### src/source/bus_pkg.sv
package bus_pkg;

    // Word address bits decoded by the RAM, covering byte address bits 19 to 1
    localparam int ADDR_WIDTH = 19;

    // One bus word and its byte lanes
    localparam int DATA_WIDTH = 16;
    localparam int BYTE_LANES = DATA_WIDTH / 8;

    // Wait cycles the RAM inserts before its acknowledge
    localparam int RAM_WAIT_STATES = 2;

    // Counter must reach RAM_WAIT_STATES - 1
    localparam int WAIT_CNT_WIDTH = $clog2(RAM_WAIT_STATES + 1);

    // One RAM word per word address
    localparam int RAM_DEPTH = 2 ** ADDR_WIDTH;

    typedef logic [ADDR_WIDTH-1:0] word_addr_t;
    typedef logic [DATA_WIDTH-1:0] bus_word_t;

    // Bit 0 selects the low byte, bit 1 the high byte
    typedef logic [BYTE_LANES-1:0] byte_sel_t;

endpackage

### src/source/arb_pkg.sv
package arb_pkg;

    // Arbiter FSM
    // PRESERVE holds the grant for one cycle before the shared access rises
    // SERVING waits for the memory acknowledge
    typedef enum logic [2:0] {
        IDLE,
        PRESERVE_INSTR,
        PRESERVE_DATA,
        SERVING_INSTR,
        SERVING_DATA
    } arb_state_t;

    // Bus masters seen by the arbiter
    typedef enum logic {
        MASTER_INSTR,
        MASTER_DATA
    } master_id_t;

endpackage

### src/source/mem_bus_if.sv
`timescale 1ns/1ps

interface mem_bus_if
    import bus_pkg::*;
();

    // Word address and write data, held steady until ack
    word_addr_t addr;
    bus_word_t  wdata;

    // Read data, valid in the ack cycle
    bus_word_t  rdata;

    // Access request and one-cycle acknowledge
    logic       access;
    logic       ack;

    // Write enable and byte lanes of the transaction
    logic       wr_en;
    byte_sel_t  bytesel;

    // Side that starts transactions
    modport requester (
        output addr, wdata, access, wr_en, bytesel,
        input  rdata, ack
    );

    // Side that answers them
    modport responder (
        input  addr, wdata, access, wr_en, bytesel,
        output rdata, ack
    );

endinterface

### src/source/id_arbiter.sv
`timescale 1ns/1ps

module id_arbiter
    import bus_pkg::*;
    import arb_pkg::*;
(
    input  logic         clk,
    input  logic         reset,

    // Instruction fetch master
    mem_bus_if.responder instr_bus,

    // Load/store master
    mem_bus_if.responder data_bus,

    // Shared memory port
    mem_bus_if.requester mem_bus,

    // High while a transaction is in flight
    output logic         busy
);

    arb_state_t state_q;

    // Round-robin history, the master not served last wins a tie
    master_id_t last_served_q;

    // Registered grant that steers the muxes
    master_id_t grant_q;

    // Registered shared access
    logic       mem_access_q;

    // IDLE decision
    logic       instr_wins;

    // Acks routed back to the masters
    logic       instr_ack;
    logic       data_ack;

    // Instruction wins when it asks and data is quiet or was served last
    assign instr_wins = instr_bus.access &&
                        (last_served_q == MASTER_DATA || !data_bus.access);

    always_ff @(posedge clk or posedge reset) begin
        if (reset) begin
            state_q       <= IDLE;
            last_served_q <= MASTER_DATA;
            grant_q       <= MASTER_INSTR;
            mem_access_q  <= 1'b0;
        end else begin
            case (state_q)
                IDLE: begin
                    // Pick a master, grant is registered here and stays fixed
                    if (instr_wins) begin
                        state_q <= PRESERVE_INSTR;
                        grant_q <= MASTER_INSTR;
                    end else if (data_bus.access) begin
                        state_q <= PRESERVE_DATA;
                        grant_q <= MASTER_DATA;
                    end
                end

                PRESERVE_INSTR: begin
                    // Muxes have settled on the grant, now open the shared port
                    mem_access_q <= 1'b1;
                    state_q      <= SERVING_INSTR;
                end

                PRESERVE_DATA: begin
                    mem_access_q <= 1'b1;
                    state_q      <= SERVING_DATA;
                end

                SERVING_INSTR: begin
                    // Ack cycle ends here
                    if (mem_bus.ack) begin
                        mem_access_q  <= 1'b0;
                        last_served_q <= MASTER_INSTR;
                        state_q       <= IDLE;
                    end
                end

                SERVING_DATA: begin
                    if (mem_bus.ack) begin
                        mem_access_q  <= 1'b0;
                        last_served_q <= MASTER_DATA;
                        state_q       <= IDLE;
                    end
                end

                default: begin
                    mem_access_q <= 1'b0;
                    state_q      <= IDLE;
                end
            endcase
        end
    end

    // Busy from PRESERVE through the ack cycle
    assign busy = (state_q != IDLE);

    assign mem_bus.access = mem_access_q;

    // Request fields of the granted master
    always_comb begin
        if (grant_q == MASTER_INSTR) begin
            mem_bus.addr    = instr_bus.addr;
            mem_bus.wdata   = instr_bus.wdata;
            mem_bus.wr_en   = instr_bus.wr_en;
            mem_bus.bytesel = instr_bus.bytesel;
        end else begin
            mem_bus.addr    = data_bus.addr;
            mem_bus.wdata   = data_bus.wdata;
            mem_bus.wr_en   = data_bus.wr_en;
            mem_bus.bytesel = data_bus.bytesel;
        end
    end

    // Ack reaches only the granted master
    assign instr_ack = busy && (grant_q == MASTER_INSTR) && mem_bus.ack;
    assign data_ack  = busy && (grant_q == MASTER_DATA) && mem_bus.ack;

    assign instr_bus.ack = instr_ack;
    assign data_bus.ack  = data_ack;

    // Read word only in the served master's ack cycle, zero otherwise
    always_comb begin
        instr_bus.rdata = bus_word_t'(0);
        data_bus.rdata  = bus_word_t'(0);
        if (instr_ack) begin
            instr_bus.rdata = mem_bus.rdata;
        end
        if (data_ack) begin
            data_bus.rdata = mem_bus.rdata;
        end
    end

endmodule

### src/flat_wrapper.sv
// flat-port wrapper written by rule: the top's interface ports become plain ports
module id_arbiter_flat import bus_pkg::*; import arb_pkg::*;
  (clk, reset, busy, instr_bus_addr, instr_bus_wdata, instr_bus_access, instr_bus_wr_en, instr_bus_bytesel, instr_bus_rdata, instr_bus_ack, data_bus_addr, data_bus_wdata, data_bus_access, data_bus_wr_en, data_bus_bytesel, data_bus_rdata, data_bus_ack, mem_bus_addr, mem_bus_wdata, mem_bus_access, mem_bus_wr_en, mem_bus_bytesel, mem_bus_rdata, mem_bus_ack);
  mem_bus_if instr_bus_i ();
  mem_bus_if data_bus_i ();
  mem_bus_if mem_bus_i ();
  input  logic clk;
  input  logic reset;
  output logic busy;
  input wire logic [$bits(instr_bus_i.addr)-1:0] instr_bus_addr;
  input wire logic [$bits(instr_bus_i.wdata)-1:0] instr_bus_wdata;
  input wire logic [$bits(instr_bus_i.access)-1:0] instr_bus_access;
  input wire logic [$bits(instr_bus_i.wr_en)-1:0] instr_bus_wr_en;
  input wire logic [$bits(instr_bus_i.bytesel)-1:0] instr_bus_bytesel;
  output wire logic [$bits(instr_bus_i.rdata)-1:0] instr_bus_rdata;
  output wire logic [$bits(instr_bus_i.ack)-1:0] instr_bus_ack;
  input wire logic [$bits(data_bus_i.addr)-1:0] data_bus_addr;
  input wire logic [$bits(data_bus_i.wdata)-1:0] data_bus_wdata;
  input wire logic [$bits(data_bus_i.access)-1:0] data_bus_access;
  input wire logic [$bits(data_bus_i.wr_en)-1:0] data_bus_wr_en;
  input wire logic [$bits(data_bus_i.bytesel)-1:0] data_bus_bytesel;
  output wire logic [$bits(data_bus_i.rdata)-1:0] data_bus_rdata;
  output wire logic [$bits(data_bus_i.ack)-1:0] data_bus_ack;
  output wire logic [$bits(mem_bus_i.addr)-1:0] mem_bus_addr;
  output wire logic [$bits(mem_bus_i.wdata)-1:0] mem_bus_wdata;
  output wire logic [$bits(mem_bus_i.access)-1:0] mem_bus_access;
  output wire logic [$bits(mem_bus_i.wr_en)-1:0] mem_bus_wr_en;
  output wire logic [$bits(mem_bus_i.bytesel)-1:0] mem_bus_bytesel;
  input wire logic [$bits(mem_bus_i.rdata)-1:0] mem_bus_rdata;
  input wire logic [$bits(mem_bus_i.ack)-1:0] mem_bus_ack;
  assign instr_bus_i.addr = instr_bus_addr;
  assign instr_bus_i.wdata = instr_bus_wdata;
  assign instr_bus_i.access = instr_bus_access;
  assign instr_bus_i.wr_en = instr_bus_wr_en;
  assign instr_bus_i.bytesel = instr_bus_bytesel;
  assign instr_bus_rdata = instr_bus_i.rdata;
  assign instr_bus_ack = instr_bus_i.ack;
  assign data_bus_i.addr = data_bus_addr;
  assign data_bus_i.wdata = data_bus_wdata;
  assign data_bus_i.access = data_bus_access;
  assign data_bus_i.wr_en = data_bus_wr_en;
  assign data_bus_i.bytesel = data_bus_bytesel;
  assign data_bus_rdata = data_bus_i.rdata;
  assign data_bus_ack = data_bus_i.ack;
  assign mem_bus_addr = mem_bus_i.addr;
  assign mem_bus_wdata = mem_bus_i.wdata;
  assign mem_bus_access = mem_bus_i.access;
  assign mem_bus_wr_en = mem_bus_i.wr_en;
  assign mem_bus_bytesel = mem_bus_i.bytesel;
  assign mem_bus_i.rdata = mem_bus_rdata;
  assign mem_bus_i.ack = mem_bus_ack;
  id_arbiter u_core (.clk(clk), .reset(reset), .instr_bus(instr_bus_i), .data_bus(data_bus_i), .mem_bus(mem_bus_i), .busy(busy));
endmodule
### config.mk
export PLATFORM = sky130hd
export DESIGN_NAME = id_arbiter_flat
export DESIGN_NICKNAME = d
export VERILOG_FILES = /design/src/source/bus_pkg.sv /design/src/source/arb_pkg.sv /design/src/source/mem_bus_if.sv /design/src/source/id_arbiter.sv /design/src/flat_wrapper.sv
export SDC_FILE = /design/constraint.sdc
export NUM_CORES = 1
export LEC_CHECK = 0
export CAP_MARGIN = 20
export CORE_AREA = 3 3 65 67
export CTS_CLUSTER_SIZE = 28
export DETAILED_ROUTE_END_ITERATION = 8
export DIE_AREA = 0 0 68 70
export DONT_BUFFER_PORTS = 1
export GPL_ROUTABILITY_DRIVEN = 0
export SLEW_MARGIN = 20
export SYNTH_ARGS = -nofsm -noshare
export SYNTH_HDL_FRONTEND = slang
export SYNTH_SLANG_ARGS = --single-unit
### constraint.sdc
create_clock -name clk -period 2.64 [get_ports clk]
set_input_delay 0.528 -clock clk [delete_from_list [all_inputs] [get_ports clk]]
set_output_delay 0.528 -clock clk [all_outputs]
set_load 0.1 [all_outputs]
## Word level (Yosys, flattened, before mapping)

Index checks and enable logic that the tools add are counted.

- Logic and storage cells: 47
- Bits in registers: 6
- Input bits: 97

- Multiplexer cells: 16
- Reduce and logical (&&, ||, !) cells: 17
- Bitwise operators: 2
- Eq/ne operators: 8

Operator list:

| kind | count |
|---|---|
| $mux 16 | 3 |
| $mux 19 | 1 |
| $pmux 3 s4 | 1 |
| $mux 3 | 3 |
| $eq 3x2->1 const B | 2 |
| $reduce_and 2->1 | 3 |
| $logic_and 1x1->1 | 5 |
| $mux 1 | 5 |
| $ne 2x2->1 const B | 2 |
| $reduce_bool 2->1 | 2 |
| $reduce_or 2->1 | 2 |
| $eq 3x1->1 const B | 1 |
| $eq 3x3->1 const B | 1 |
| $logic_not 3->1 | 1 |
| $ne 3x2->1 const B | 1 |
| $pmux 1 s3 | 1 |
| $reduce_and 3->1 | 1 |
| $reduce_bool 3->1 | 1 |
| $mux 2 | 1 |
| $ne 2x1->1 const B | 1 |
| $not 1->1 | 2 |
| $pmux 1 s2 | 1 |
| $logic_not 1->1 | 1 |
| $logic_or 1x1->1 | 1 |

## Depth between registers and ports, before layout

- Depth in word-level cells: 5
- Depth in mapped cells: 5
- Gate-level depth less buffers: 3

## Least setup slack after synthesis

No wires, ideal clock.

- Path type: in2out
- Start point: in mem_bus_ack
- End point: out instr_bus_rdata[10]
- Required time: 2.112 ns
- Arrival: 1.960 ns
- Stages: 4
- Buffers on the path: 1
- Slack: 0.152 ns
- Path through: inv_1 nor3_4 buf_6 and2_1

- Word-level cells in the longest chain between the ends: 2

RTL lines:

| item | line | RTL |
|---|---|---|
| start, declared | flat_wrapper.sv:30 | `input wire logic [$bits(mem_bus_i.ack)-1:0] mem_bus_ack;` |
| $logic_and 1x1->1 | id_arbiter.sv:121 | `assign instr_ack = busy && (grant_q == MASTER_INSTR) && mem_bus.ack;` |
| via instr_bus_ack | flat_wrapper.sv:16 | `output wire logic [$bits(instr_bus_i.ack)-1:0] instr_bus_ack;` |
| $mux 16 | id_arbiter.sv:131 | `if (instr_ack) begin` |
| end, declared | flat_wrapper.sv:15 | `output wire logic [$bits(instr_bus_i.rdata)-1:0] instr_bus_rdata;` |

The timed path passes the listed nets, and every way through them passes these cells.

## Worst setup path in the final report

- Start point: reg u_core.state_q[0]
- End point: out instr_bus_rdata[11]

- Word-level cells in the longest chain between the ends: 4

RTL lines:

| item | line | RTL |
|---|---|---|
| start, declared | id_arbiter.sv:23 | `arb_state_t state_q;` |
| start signal, assigned | id_arbiter.sv:47 | `state_q <= IDLE;` |
| start signal, assigned | id_arbiter.sv:56 | `state_q <= PRESERVE_INSTR;` |
| start signal, assigned | id_arbiter.sv:59 | `state_q <= PRESERVE_DATA;` |
| $reduce_bool 3->1 | id_arbiter.sv:101 | `assign busy = (state_q != IDLE);` |
| $logic_and 1x1->1 (2 in a row) | id_arbiter.sv:121 |  |
| $mux 16 | id_arbiter.sv:131 |  |

No other way between the ends.

==> results.sh <==
export IMPL_status="complete, no violations"
export IMPL_cts_setup_buffers=0
export IMPL_utilization_pct=42.27
export IMPL_max_freq_mhz=440.1
export IMPL_yosys_register_bits=6
export IMPL_fin_skew_ps=3.518
export IMPL_ant_nets=0
export IMPL_syn_area_per_cell_um2=9.154
export IMPL_grt_overflow_total=0
export IMPL_hold_buffers=0
export IMPL_ys_top_cells_by_area="mux2_2 41%, dfrtp_1 12%, and3_1 9.0%"
export IMPL_totalWireLength_um=4251
export IMPL_yosys_top_cells_count="38 x mux2_2, 15 x and3_1, 12 x and2_1"
export IMPL_synthesis_area_mm2=0.001044
export IMPL_cts_root_buf="clkbuf_8"
export IMPL_die_y_um=70
export IMPL_clk_pin_slew_ps=40
export IMPL_slew_headroom_pct=45.45
export IMPL_hpwl_um=3775
export IMPL_cp_max_fo=17
export IMPL_grt_pass1_vias=1085
export IMPL_netlist_instances=114
export IMPL_async_reset_ff_share_pct=100.0
export IMPL_synth_most_common_cell="mux2_2"
export IMPL_grt_use_total_pct=15.63
export IMPL_grt_pass1_wl_um=5678
export IMPL_syn_nets=211
export IMPL_io_buffer_count=0
export IMPL_drtIter0Drc=27
export IMPL_cts_resized=0
export IMPL_grt_max_degree=50
export IMPL_grt_setup_unrepaired="false"
export IMPL_drv_slew=0
export IMPL_core_area_mm2=0.003689
export IMPL_setup_viol=0
export IMPL_worstSetupPathType="flop to primary output"
export IMPL_cts_tree="yes"
export IMPL_avgViaCountPerCell=5.406
export IMPL_required_ps=2110
export IMPL_grt_antenna_before_repair=0
export IMPL_hold_viol_final=0
export IMPL_min_period_ps=2272
export IMPL_die_w_um=68
export IMPL_wire_per_inst_um=22.14
export IMPL_reg2reg_depth=3
export IMPL_dr_pass1_iters=4
export IMPL_fin_area_mm2=0.001559
export IMPL_antenna_cells=0
export IMPL_cp_start_kind="flop"
export IMPL_drc=0
export IMPL_finalSetupTns_ps=0
export IMPL_nFillCells=354
export IMPL_num_rows=22
export IMPL_dieArea_mm2=0.004760
export IMPL_syn_to_final_growth_pct=49.40
export IMPL_cts_made_buffers=3
export IMPL_yosysWarningCount=0
export IMPL_cts_sinks=6
export IMPL_hold_path_class="primary input to async pin"
export IMPL_num_vias=1038
export IMPL_drv_cap=0
export IMPL_ys_types=25
export IMPL_hold_ws_ps=103.2
export IMPL_htreeDepth=1
export IMPL_endpoint_kind="primary output"
export IMPL_final_nets=242
export IMPL_clk_latency_ps=230
export IMPL_synth_largest_area_cell="mux2_2"
export IMPL_drive_above_1_share_pct=61.11
export IMPL_worst_pin_slew_ps=817.3
export IMPL_io_pins=171
export IMPL_ys_seq_area_share_pct=14.51
export IMPL_cp_arrival_ps=1740
export IMPL_postPlaceCellArea_mm2=0.001514
export IMPL_synthDominantCellAreaShare_pct=41.01
export IMPL_start_util_pct=28.29
export IMPL_min_period_over_period_pct=86.07
export IMPL_synth_edf_count=0
export IMPL_clockBufferDepth=2
export IMPL_ys_flop_type="dfrtp_1"
==> worst paths after layout <==
| check | from | slack [ps] | endpoint |
|---|---|---|---|
| setup reg to reg | u_core.state_q[1]$_DFFE_PP0P_ | 1410 | u_core.grant_q$_DFFE_PP0P_ |
| hold / removal | reset | 100 | u_core.mem_bus.access$_DFFE_PP0P_ |
| max in group asynchronous | reset | 2280 | u_core.last_served_q$_DFFE_PP1P_ |
| min in group clk | instr_bus_access | 410 | u_core.grant_q$_DFFE_PP0P_ |
| hold reg to reg | u_core.last_served_q$_DFFE_PP1P_ | 500 | u_core.last_served_q$_DFFE_PP1P_ |
| setup / recovery | u_core.state_q[0]$_DFFE_PP0P_ | 370 | instr_bus_rdata[11] |
==> state kept, by name (all words and copies together), names as in the netlist <==
| signal | cells |
|---|---|
| u_core.mem_bus.access | 1 |
| u_core.grant_q | 1 |
| u_core.last_served_q | 1 |
| u_core.state_q | 3 |
==> routing by layer <==
layer | GRT usage [%] | wire (um) | vias to the layer above
li1 | - | - | 464
met1 | 15.67 | 1424 | 489
met2 | 31.05 | 2388 | 81
met3 | 2.894 | 407 | 4
met4 | 3.974 | 30 | 0
met5 | 0 | 0 | -
==> metrics by stage <==
step                      std cells  setup WS (ps)
final                           192          367.8
after global routing            192          261.2
after CTS                       192          353.9
after detailed placement        188          537.3
after global placement          188          572.5
after floorplan                 114          151.8
==> layout make-up <==
class / count / area, um2 / share of cell area (%)
timing repair buffer: 36 / 483.0 / 30.98
multi-input combinational: 94 / 803.3 / 51.52
inverter: 4 / 15.01 / 0.9631
tap: 48 / 60.06 / 3.852
sequential: 6 / 152.6 / 9.791
clock buffer: 4 / 45.04 / 2.889
==> placed cells by master (no fill, tap or decap), types with 2 or more instances in the layout <==
cell / n
a21oi_1: 6
dfrtp_1: 4
buf_12: 17
a31oi_1: 2
clkbuf_8: 3
buf_4: 19
mux2_2: 38
inv_1: 4
a211oi_1: 2
and3_1: 15
and2_1: 12
nand2_1: 2
and2_4: 5
nor2_1: 3
nor3_4: 2
==> critical path, stage by stage (launching register included) <==
cell	delay [ps]
dfrtp_1	510
nor3_4	120
nor3_4	430
and2_1	260
buf_12	190
==> cells by family after synthesis <==
family                 after synthesis  synth area share, %
AOI/OAI and AO/OA                   13                7.674
buffers and inverters               14                8.512
DFF                                  6                14.51
muxes                               38                41.01
and+or+nand+nor                     43                28.30
Power is left out: the tool's default activity adds up to more than one toggle a clock period on the data nets, which glitch-free logic cannot reach.
